$ cat src/logic/fir_pkg.sv
package fir_pkg;

    // bus word, also the sample and coefficient width
    typedef logic [15:0] word_t;

    // selects one of the four taps
    typedef logic [1:0] coeff_idx_t;

    localparam int NUM_COEFF = 4;

    // byte offsets in the 16-byte register map
    localparam logic [3:0] ADDR_STATUS    = 4'd0;
    localparam logic [3:0] ADDR_RESULT    = 4'd2;
    localparam logic [3:0] ADDR_SAMPLE    = 4'd4;
    // F1..F3 follow every two bytes
    localparam logic [3:0] ADDR_COEFF0    = 4'd6;
    localparam logic [3:0] ADDR_NEW_COEFF = 4'd14;
    localparam logic [3:0] ADDR_RESERVED  = 4'd15;

    // coefficient loader FSM
    typedef enum logic [1:0] {
        LD_IDLE,
        LD_LOAD,
        LD_CLEAR
    } loader_state_t;

    // filter datapath FSM
    typedef enum logic [1:0] {
        DP_IDLE,
        DP_SHIFT,
        DP_MAC,
        DP_DONE
    } datapath_state_t;

endpackage
$ cat src/logic/fir_ifs.sv
`timescale 1ns/1ps

// coefficient path from the register map into the filter taps
interface coeff_if;
    logic                new_coefficient_set;
    fir_pkg::word_t      fir_coefficient;
    fir_pkg::coeff_idx_t coefficient_num;
    logic                load_coeff;
    logic                clear_new_coeff;

    modport slave (
        output fir_coefficient, new_coefficient_set,
        input  coefficient_num, clear_new_coeff
    );

    modport loader (
        input  fir_coefficient, new_coefficient_set,
        output coefficient_num, clear_new_coeff, load_coeff
    );

    // pending load request keeps the filter from starting
    modport filter (
        input coefficient_num, fir_coefficient, load_coeff, new_coefficient_set
    );
endinterface

// sample in, filtered result and status out
interface sample_if;
    fir_pkg::word_t sample_data;
    logic           data_ready;
    logic           modwait;
    fir_pkg::word_t fir_out;
    logic           err;

    // status and result bytes are refreshed from the filter side
    modport slave (
        output sample_data, data_ready,
        input  modwait, fir_out, err
    );

    modport filter (
        output modwait, fir_out, err,
        input  sample_data, data_ready
    );

    // loader only needs to know the filter is idle
    modport monitor (
        input modwait
    );
endinterface

$ cat src/logic/ahb_fir_top.sv
`timescale 1ns/1ps

module ahb_fir_top #(
    parameter int FRAC_BITS = 15
) (
    input  logic           clk,
    input  logic           n_rst,
    input  logic           hsel,
    input  logic [3:0]     haddr,
    input  logic           hsize,
    input  logic [1:0]     htrans,
    input  logic           hwrite,
    input  fir_pkg::word_t hwdata,
    output fir_pkg::word_t hrdata,
    output logic           hresp
);

    // register map to loader and filter
    coeff_if  coeff_bus ();
    // samples in, results back to the map
    sample_if samp_bus ();

    ahb_lite_slave slave_i (
        .clk    (clk),
        .n_rst  (n_rst),
        .hsel   (hsel),
        .haddr  (haddr),
        .hsize  (hsize),
        .htrans (htrans),
        .hwrite (hwrite),
        .hwdata (hwdata),
        .hrdata (hrdata),
        .hresp  (hresp),
        .coeff  (coeff_bus.slave),
        .samp   (samp_bus.slave)
    );

    coefficient_loader loader_i (
        .clk   (clk),
        .n_rst (n_rst),
        .coeff (coeff_bus.loader),
        .samp  (samp_bus.monitor)
    );

    fir_datapath #(
        .FRAC_BITS (FRAC_BITS)
    ) datapath_i (
        .clk   (clk),
        .n_rst (n_rst),
        .coeff (coeff_bus.filter),
        .samp  (samp_bus.filter)
    );

endmodule

$ cat src/logic/fir_datapath.sv
`timescale 1ns/1ps

module fir_datapath #(
    parameter int FRAC_BITS = 15
) (
    input  logic     clk,
    input  logic     n_rst,
    coeff_if.filter  coeff,
    sample_if.filter samp
);

    localparam int ACC_W = 36;

    fir_pkg::datapath_state_t state_q;
    fir_pkg::word_t           tap_q  [fir_pkg::NUM_COEFF];
    // slot 0 newest, slot k is k samples back
    fir_pkg::word_t           hist_q [fir_pkg::NUM_COEFF];
    fir_pkg::coeff_idx_t      k_q;
    logic [ACC_W-1:0]         acc_q;
    logic [31:0]              product;
    logic [ACC_W-1:0]         sum;
    logic [ACC_W-1:0]         scaled;
    logic                     modwait_q;
    logic                     err_q;
    fir_pkg::word_t           fir_out_q;

    // one tap per cycle
    assign product = tap_q[k_q] * hist_q[k_q];
    assign sum     = acc_q + ACC_W'(product);
    // drop the coefficient fraction
    assign scaled  = sum >> FRAC_BITS;

    // tap registers, written by the loader
    always_ff @(posedge clk or negedge n_rst) begin
        if (!n_rst) begin
            tap_q <= '{default: '0};
        end else if (coeff.load_coeff) begin
            tap_q[coeff.coefficient_num] <= coeff.fir_coefficient;
        end
    end

    always_ff @(posedge clk or negedge n_rst) begin
        if (!n_rst) begin
            state_q   <= fir_pkg::DP_IDLE;
            hist_q    <= '{default: '0};
            k_q       <= '0;
            acc_q     <= '0;
            modwait_q <= 1'b0;
            err_q     <= 1'b0;
            fir_out_q <= '0;
        end else begin
            case (state_q)
                fir_pkg::DP_IDLE: begin
                    // held off while a coefficient load is pending
                    if (samp.data_ready && !coeff.new_coefficient_set) begin
                        state_q   <= fir_pkg::DP_SHIFT;
                        modwait_q <= 1'b1;
                    end
                end
                fir_pkg::DP_SHIFT: begin
                    // newest sample in, oldest falls off
                    hist_q[0] <= samp.sample_data;
                    for (int i = 1; i < fir_pkg::NUM_COEFF; i++) begin
                        hist_q[i] <= hist_q[i-1];
                    end
                    acc_q   <= '0;
                    k_q     <= '0;
                    state_q <= fir_pkg::DP_MAC;
                end
                fir_pkg::DP_MAC: begin
                    acc_q <= sum;
                    k_q   <= k_q + 2'd1;
                    if (k_q == fir_pkg::coeff_idx_t'(fir_pkg::NUM_COEFF - 1)) begin
                        // last tap, publish result
                        fir_out_q <= scaled[15:0];
                        err_q     <= |scaled[ACC_W-1:16];
                        modwait_q <= 1'b0;
                        state_q   <= fir_pkg::DP_DONE;
                    end
                end
                fir_pkg::DP_DONE: begin
                    state_q <= fir_pkg::DP_IDLE;
                end
                default: begin
                    state_q <= fir_pkg::DP_IDLE;
                end
            endcase
        end
    end

    assign samp.modwait = modwait_q;
    assign samp.fir_out = fir_out_q;
    assign samp.err     = err_q;

    // shift plus four MAC cycles per sample
    busy_five_cycles: assert property (@(posedge clk) disable iff (!n_rst)
        $rose(samp.modwait) |-> samp.modwait [*5] ##1 !samp.modwait);

endmodule

$ cat src/logic/coefficient_loader.sv
`timescale 1ns/1ps

module coefficient_loader (
    input  logic      clk,
    input  logic      n_rst,
    coeff_if.loader   coeff,
    sample_if.monitor samp
);

    fir_pkg::loader_state_t state_q;
    // tap being copied
    fir_pkg::coeff_idx_t    idx_q;

    always_ff @(posedge clk or negedge n_rst) begin
        if (!n_rst) begin
            state_q <= fir_pkg::LD_IDLE;
            idx_q   <= '0;
        end else begin
            case (state_q)
                fir_pkg::LD_IDLE: begin
                    // wait for a request while the filter is idle
                    if (coeff.new_coefficient_set && !samp.modwait) begin
                        state_q <= fir_pkg::LD_LOAD;
                        idx_q   <= '0;
                    end
                end
                fir_pkg::LD_LOAD: begin
                    // wraps back to zero after the last tap
                    idx_q <= idx_q + 2'd1;
                    if (idx_q == fir_pkg::coeff_idx_t'(fir_pkg::NUM_COEFF - 1)) begin
                        state_q <= fir_pkg::LD_CLEAR;
                    end
                end
                fir_pkg::LD_CLEAR: begin
                    state_q <= fir_pkg::LD_IDLE;
                end
                default: begin
                    state_q <= fir_pkg::LD_IDLE;
                end
            endcase
        end
    end

    assign coeff.coefficient_num = idx_q;
    assign coeff.load_coeff      = (state_q == fir_pkg::LD_LOAD);
    // one pulse, slave drops the flag next edge
    assign coeff.clear_new_coeff = (state_q == fir_pkg::LD_CLEAR);

    // load only from an idle request, four taps then the clear pulse
    load_burst: assert property (@(posedge clk) disable iff (!n_rst)
        $rose(coeff.load_coeff) |-> $past(coeff.new_coefficient_set && !samp.modwait)
            ##0 coeff.load_coeff [*4] ##1 (coeff.clear_new_coeff && !coeff.load_coeff));

endmodule

$ cat src/logic/ahb_lite_slave.sv
`timescale 1ns/1ps

module ahb_lite_slave (
    input  logic           clk,
    input  logic           n_rst,
    input  logic           hsel,
    input  logic [3:0]     haddr,
    input  logic           hsize,
    input  logic [1:0]     htrans,
    input  logic           hwrite,
    input  fir_pkg::word_t hwdata,
    output fir_pkg::word_t hrdata,
    output logic           hresp,
    coeff_if.slave         coeff,
    sample_if.slave        samp
);

    // byte-wide register table, index is the byte address
    logic [15:0][7:0] regs_q;
    logic [15:0][7:0] regs_d;

    // registered address phase
    logic       dp_valid_q;
    logic [3:0] dp_addr_q;
    logic       dp_size_q;
    logic       dp_write_q;

    logic       data_ready_q;
    logic       data_ready_d;
    // previous modwait, for the rising edge
    logic       modwait_q;

    // even and odd byte of the addressed halfword
    logic [3:0] lo_addr;
    logic [3:0] hi_addr;
    logic       bad_access;
    logic [3:0] coeff_addr;

    assign lo_addr = {dp_addr_q[3:1], 1'b0};
    assign hi_addr = {dp_addr_q[3:1], 1'b1};

    // writes into status/result, anything at the reserved byte
    assign bad_access = dp_valid_q &&
                        ((dp_write_q && (dp_addr_q < fir_pkg::ADDR_SAMPLE)) ||
                         (dp_addr_q == fir_pkg::ADDR_RESERVED));

    // single-cycle error response in the data phase
    assign hresp = bad_access;

    // tap k lives at F0 + 2k
    assign coeff_addr = fir_pkg::ADDR_COEFF0 + {1'b0, coeff.coefficient_num, 1'b0};
    assign coeff.fir_coefficient = {regs_q[coeff_addr + 4'd1], regs_q[coeff_addr]};
    assign coeff.new_coefficient_set = |regs_q[fir_pkg::ADDR_NEW_COEFF];

    assign samp.sample_data = {regs_q[fir_pkg::ADDR_SAMPLE + 4'd1], regs_q[fir_pkg::ADDR_SAMPLE]};
    assign samp.data_ready = data_ready_q;

    always_comb begin
        regs_d = regs_q;
        data_ready_d = data_ready_q;
        hrdata = '0;

        // status byte 0 busy, byte 1 err
        regs_d[fir_pkg::ADDR_STATUS] = {7'b0, data_ready_q | samp.modwait};
        regs_d[fir_pkg::ADDR_STATUS + 4'd1] = {7'b0, samp.err};
        regs_d[fir_pkg::ADDR_RESULT] = samp.fir_out[7:0];
        regs_d[fir_pkg::ADDR_RESULT + 4'd1] = samp.fir_out[15:8];

        // loader done, drop the load flag
        if (coeff.clear_new_coeff) begin
            regs_d[fir_pkg::ADDR_NEW_COEFF] = '0;
        end

        // filter has taken the sample
        if (samp.modwait && !modwait_q) begin
            data_ready_d = 1'b0;
        end

        if (dp_valid_q && !bad_access) begin
            if (dp_write_q) begin
                if (dp_size_q) begin
                    regs_d[lo_addr] = hwdata[7:0];
                    // reserved byte stays zero
                    if (hi_addr != fir_pkg::ADDR_RESERVED) begin
                        regs_d[hi_addr] = hwdata[15:8];
                    end
                    // a new halfword sample overrides the clear
                    if (lo_addr == fir_pkg::ADDR_SAMPLE) begin
                        data_ready_d = 1'b1;
                    end
                end else if (dp_addr_q[0]) begin
                    regs_d[dp_addr_q] = hwdata[15:8];
                end else begin
                    regs_d[dp_addr_q] = hwdata[7:0];
                end
            end else begin
                if (dp_size_q) begin
                    hrdata = {regs_q[hi_addr], regs_q[lo_addr]};
                end else if (dp_addr_q[0]) begin
                    // odd byte on the upper lane
                    hrdata[15:8] = regs_q[dp_addr_q];
                end else begin
                    hrdata[7:0] = regs_q[dp_addr_q];
                end
            end
        end
    end

    always_ff @(posedge clk or negedge n_rst) begin
        if (!n_rst) begin
            regs_q       <= '0;
            dp_valid_q   <= 1'b0;
            dp_addr_q    <= '0;
            dp_size_q    <= 1'b0;
            dp_write_q   <= 1'b0;
            data_ready_q <= 1'b0;
            modwait_q    <= 1'b0;
        end else begin
            regs_q       <= regs_d;
            // address phase, used one cycle later
            dp_valid_q   <= hsel && (htrans != 2'b00);
            dp_addr_q    <= haddr;
            dp_size_q    <= hsize;
            dp_write_q   <= hwrite;
            data_ready_q <= data_ready_d;
            modwait_q    <= samp.modwait;
        end
    end

    // rejected transfer leaves the writable bytes alone
    error_changes_nothing: assert property (@(posedge clk) disable iff (!n_rst)
        (hresp && !coeff.clear_new_coeff) |=> $stable(regs_q[15:4]));

    // sample handshake only ends once the filter is busy
    ready_falls_after_modwait: assert property (@(posedge clk) disable iff (!n_rst)
        $fell(data_ready_q) |-> $past(samp.modwait));

endmodule

$ cat config.mk
export PLATFORM = sky130hd
export DESIGN_NAME = ahb_fir_top
export DESIGN_NICKNAME = d
export VERILOG_FILES = /design/src/logic/fir_pkg.sv /design/src/logic/fir_ifs.sv /design/src/logic/ahb_fir_top.sv /design/src/logic/fir_datapath.sv /design/src/logic/coefficient_loader.sv /design/src/logic/ahb_lite_slave.sv
export SDC_FILE = /design/constraint.sdc
export NUM_CORES = 1
export LEC_CHECK = 0
export BUFFER_PORTS_ARGS = -buffer_cell sky130_fd_sc_hd__clkbuf_2
export CAP_MARGIN = 20
export CORE_MARGIN = 1.5
export CORE_UTILIZATION = 59
export DETAILED_ROUTE_END_ITERATION = 10
export PLACE_DENSITY = 0.78
export SLEW_MARGIN = 20
export SYNTH_ARGS = -nofsm -noshare
export SYNTH_HDL_FRONTEND = slang
export SYNTH_SLANG_ARGS = --single-unit
$ cat constraint.sdc
create_clock -name clk -period 6.8 [get_ports clk]
set_clock_uncertainty 0.2 [all_clocks]
set_input_delay 0 -clock clk [delete_from_list [all_inputs] [get_ports clk]]
set_output_delay 0 -clock clk [all_outputs]
set_load 0.03 [all_outputs]
# Word level (Yosys, flattened, before mapping)
# Cells that the tools add are included.
[classes]
n_addsub = 5
reduce_logical = 30
shift = 0
div_mod_pow = 0
order_cmp = 12
eq_ne = 14
n_mul = 1
n_mux = 58
n_bitwise = 3
[op_table]
columns = ["op", "count"]
rows = [
  ["$bwmux 128", 4],
  ["$mux 128", 3],
  ["$mux 120", 2],
  ["$mux 16", 8],
  ["$bmux 8 s4", 3],
  ["$mux 8", 11],
  ["$pmux 36 s2", 1],
  ["$bmux 16 s2", 2],
  ["$bwmux 64", 1],
  ["$bmux 8 s3", 2],
  ["$demux 8 s3", 2],
  ["$add 36x32->36", 1],
  ["$demux 16 s2", 1],
  ["$demux 8 s4", 1],
  ["$mul 16x16->32", 1],
  ["$lt 4x5->1 const B", 5],
  ["$ge 4x1->1 const B", 3],
  ["$pmux 2 s2", 3],
  ["$logic_and 1x1->1", 11],
  ["$eq 2x2->1 const B", 5],
  ["$mux 2", 5],
  ["$reduce_and 2->1", 5],
  ["$ne 2x1->1 const B", 4],
  ["$pmux 2 s4", 1],
  ["other kinds (21)", 38],
]
[totals]
rom_bits = 0
latch_bits = 0
mem_count = 0
reg_bits = 327
output_inout_bits = 17
ramBits = 0
wordCells = 161

# Longest topological paths before layout
[depth]
ltp_word = 10
mapped_depth = 30
mapped_depth_nobuf = 26

# By module
# From an unflattened synthesis, not the netlist that was laid out.
[hier_totals]
cells_unflattened = 2411
hier_area_um2 = 26131.3
[by_module_without_submodules]
columns = ["mod", "seq_area_each_um2", "instances", "area_each_um2", "cells_per_inst"]
rows = [
  ["fir_datapath", 4654.5, 1, 17613.1, 1748],
  ["ahb_lite_slave", 3428.3, 1, 8324.2, 645],
  ["coefficient_loader", 100.1, 1, 193.9, 18],
]

# Least setup slack after synthesis
# Ideal clock, no wire load.
[synth_timing]
path_kind = "register to register"
from = "register datapath_i.k_q[0]"
to = "register datapath_i.err_q, in the netlist datapath_i.samp.err"
setup_ns = 0.140
setup_slack_ns = -0.764
path_stages_with_launch = 27
required_ns = 6.460
path_buffers = 3
synth_period_minus_slack_ns = 7.564
t_arrival_ns = 7.224
path_cell_list = "dfrtp_1 > clkbuf_1 > clkbuf_1 > mux2_2 > o21ai_1 > clkbuf_1 > nor2_1 > fa_1 > inv_1 > fa_1 > fa_1 > inv_1 > fa_1 > fa_1 > inv_1 > fa_1 > inv_1 > ha_1 > and2_1 > and3_1 > a41oi_2 > a2111oi_2 > nor4_2 > o31ai_2 > xnor2_1 > nor3b_1 > a41oi_2"
[synth_between]
elab_chain_len = 7
word_cells_on_any_way = 12
[synth_lines]
columns = ["element", "line", "text"]
rows = [
  ["start: declaration", "fir_datapath.sv:18", "fir_pkg::coeff_idx_t k_q;"],
  ["start signal: assignment", "fir_datapath.sv:72", "k_q <= k_q + 2'd1;"],
  ["$not 2->3 (implied by the code)", "fir_datapath.sv:28", "assign product = tap_q[k_q] * hist_q[k_q];"],
  ["$bmux 16 s2", "fir_datapath.sv:28", ""],
  ["$mux 16 (implied by the code) (2 in series)", "fir_datapath.sv:28", ""],
  ["$mul 16x16->32", "fir_datapath.sv:28", ""],
  ["$add 36x32->36", "fir_datapath.sv:29", "assign sum = acc_q + ACC_W'(product);"],
  ["$reduce_or 5->1", "fir_datapath.sv:76", "err_q <= |scaled[ACC_W-1:16];"],
  ["end signal: assignment", "fir_datapath.sv:76", ""],
  ["end: declaration", "fir_datapath.sv:24", "logic err_q;"],
]
# Parallel ways exist; a longest one is shown, timed or not. The select of a mux whose other input is x is not followed.
# A chain may end at the register's enable or synchronous reset.

# Worst setup path after layout
[layout_timing]
from = "register datapath_i.k_q[0]"
to = "register datapath_i.acc_q[35]"
[layout_between]
elab_chain_len = 7
word_cells_on_any_way = 10
[layout_lines]
columns = ["element", "line", "text"]
rows = [
  ["$not 2->3 (implied by the code) (*)", "fir_datapath.sv:28", ""],
  ["$bmux 16 s2", "fir_datapath.sv:28", ""],
  ["$mux 16 (implied by the code) (2 in series)", "fir_datapath.sv:28", ""],
  ["$mul 16x16->32 (*)", "fir_datapath.sv:28", ""],
  ["$add 36x32->36 (*)", "fir_datapath.sv:29", ""],
  ["$pmux 36 s2 (*)", "fir_datapath.sv:52", "case (state_q)"],
  ["end signal: assignment", "fir_datapath.sv:71", "acc_q <= sum;"],
  ["end: declaration", "fir_datapath.sv:19", "logic [ACC_W-1:0] acc_q;"],
]
# Mark *: on every way between the ends. The rest lies on a longest branch, timed or not. The select of a mux whose other input is x is not followed.

==> results.cfg <==
[clock_network]
cts_root_buffer = clkbuf_16
numClockSinks = 327
cts_buffers = 37
clk_pin_slew_worst_paths_ns = 0.06
cts_tree = built
insertion_delay_ns = 0.55
cts_max_level = 2
cts_buffer_depth = 3

[timing]
relSlewSlack = 0.261
fmax_ghz = 0.140
final.min_clock_period_ns = 7.14
finalSetupViolations = 23
fin_ws_ns = -0.338
period_share = 1.05
rsz0062_at_grt = true
maxSlewViolCount = 0
worst_pin_slew_ns = 1.10
final_hold_viol_count = 0
hold_slack_ns = 0.0449

[floorplan]
rows = 75
die_area_um2 = 44200
die_h_um = 210
die_w_um = 210
core_area_um2 = 42100
io-pin-count = 44
start_util = 0.602

[routing]
initialDrtViolationCount = 1586
vias = 18800
drt-total-wl_um = 70500
drtAntennaViolNets = 0
wl_per_cell_um = 22.6
dr.pass1.iters = 7
routed_via_density = 6.04
drc = 0

[yosys]
synth_area_per_cell_um2 = 10.9
async_reset_ff_frac = 1.00
synth_common_cells = inv_1 (353), dfrtp_1 (327), nand2_1 (273)
synth_top_cell_area_share = 0.323
syn_area_um2 = 25400
synth.most_common_cell = inv_1
synth.area.top_cells = dfrtp_1 (32%), fa_1 (18%), mux4_2 (10%)
ys_types = 66
yosysSeqAreaShare = 0.323
synth_top_area_cell = dfrtp_1
ys_ff_latch = 327
yosys_warnings = 0
synth_edf_count = 0
ys.flop_type = dfrtp_1
postSynthCellCount = 2328

[finish]
final_nets = 2922
stdcell_count = 3115
area_growth_pct = 19.8
drive_gt1_frac = 0.310

[worst_setup_path]
critPathRequiredTime_ns = 7.01
crit_arrival_ns = 7.35
crit_path_start_kind = flip-flop
cp_common_cell = fa_1
critPathMaxFanout = 7
cp-end-kind = flip-flop
critPathMaxStageDelay_ns = 0.56
slowest_stage = fa_1
critical_path_class = reg2reg

[placed_design]
globalplace.congestion = 0.953
numPortBuffers = 43
pre_cts_ws_ns = -0.441
dpl.cell_count = 2963
post-dp-hpwl_um = 50300

[run_status]
violations = negative setup slack
status = complete, but fails checks

[job]
max_cap_viol_count = 0

[global_routing]
antenna_found_initial = 1
grt_max_degree = 193
grt_pass1_wl_um = 111000
grt_pass1_vias = 20300
grt_remaining_overflow = 0
grt_use_total = 0.332

[hold_path]
hp-class = in2reg
## flip-flops by register name, indices dropped and copies added, names as in the netlist
name / flops
datapath_i.acc_q: 36
datapath_i.tap_q: 64
datapath_i.samp.fir_out: 16
slave_i.dp_size_q: 1
slave_i.dp_addr_q: 4
slave_i.modwait_q: 1
datapath_i.samp.modwait: 1
slave_i.samp.sample_data: 16
slave_i.dp_valid_q: 1
loader_i.state_q: 2
slave_i.regs_q: 112
slave_i.dp_write_q: 1
slave_i.samp.data_ready: 1
loader_i.coeff.coefficient_num: 2
datapath_i.k_q: 2
datapath_i.state_q: 2
datapath_i.hist_q: 64
datapath_i.samp.err: 1
## critical path: cells and delay by family, from the launching register on
family / cells / cell delay [ns]
buffers and inverters: 8 / 0.87
AND/OR/NAND/NOR: 3 / 0.25
adder cells (fa/ha/maj): 7 / 3.28
AO/OA/AOI/OAI: 8 / 1.59
multiplexers: 2 / 0.34
flip-flops: 1 / 0.45
## cells in the final DEF (no fill, tap or decap), drive strengths merged, types with 3 or more instances in the layout
cell and n:
a31oi 3, o21bai 4, fa 226, mux2i 40, nand4 7, inv 354, a21boi 3, clkinv 6
nand2b 13, o2bb2ai 13, mux2 177, xor2 12, dfrtp 327, nand3 10, o22ai 17, o21ai 127
and2 37, nor3 7, dlygate4sd3 33, o31ai 6, bufinv 3, o21a 15, buf 237, a22oi 15
ha 120, nand2 273, a21oi 38, xnor2 19, nor2 131, conb 14, a21o 18, a41oi 3
a211oi 4, nor2b 10, o211ai 3, clkbuf 97, mux4 115, nor3b 3, or3 3
## per-stage QoR
| step | area (µm²) | util | setup TNS (ns) |
|---|---|---|---|
| global placement | 27400 | 0.650 | -3.53 |
| detailed placement | 27400 | 0.650 | -4.77 |
| CTS | 29900 | 0.709 | -2.68 |
| floorplan | 25700 | - | 0 |
| global route | 30400 | 0.721 | -9.65 |
| finish | 30400 | 0.721 | -3.86 |
## path summary, 6_finish.rpt
kind,from,endpoint,slack [ns],cells past startpoint
max,datapath_i.k_q[0],datapath_i.acc_q[35],-0.34,28
min,htrans[1],slave_i.dp_valid_q,0.04,3
max reg2reg,datapath_i.k_q[0],datapath_i.acc_q[35],-0.34,28
min reg2reg,datapath_i.samp.fir_out[0],slave_i.regs_q[16],0.16,0
max in group asynchronous,n_rst,slave_i.dp_addr_q[1],5.00,5
min in group asynchronous,n_rst,datapath_i.tap_q[33],0.42,4
## cells by family after synthesis
logic type / after synthesis / share of synthesized area
and+or+nand+nor: 507 / 0.0863
AOI/OAI and AO/OA: 287 / 0.0718
muxes: 332 / 0.196
xor gates and xnor gates: 31 / 0.0107
adders and majority gates: 346 / 0.238
other: 1 / 0.000148
DFF: 327 / 0.323
buffers and inverters: 497 / 0.0743
## timing repair
action,4_1_cts,5_1_grt
pin swaps,52,45
setup endpoints to repair,22,35
hold endpoints to repair,336,0
gates cloned,2,0
hold buffers,34,0
gates resized for setup,136,80
setup buffers,39,13
## cell type report
class,count,area (µm²)
flip-flops and latches,327,8190
clock inverters,10,158
multi-input cells,1517,16200
repair buffers,312,2710
well taps,539,674
clock buffers,55,1120
diodes,1,2.50
inverters,354,1330
fillers,2806,11800
## layer usage
layer | routed length, µm | vias up | global-route usage
met2 | 34500 | 860 | 0.546
met5 | 0 | - | 0
met1 | 27000 | 9653 | 0.429
met4 | 3350 | 0 | 0.151
met3 | 5660 | 183 | 0.0636
li1 | - | 8123 | -
Power is left out: the tool's default activity adds up to more than one toggle a clock period on the data nets, which glitch-free logic cannot reach.
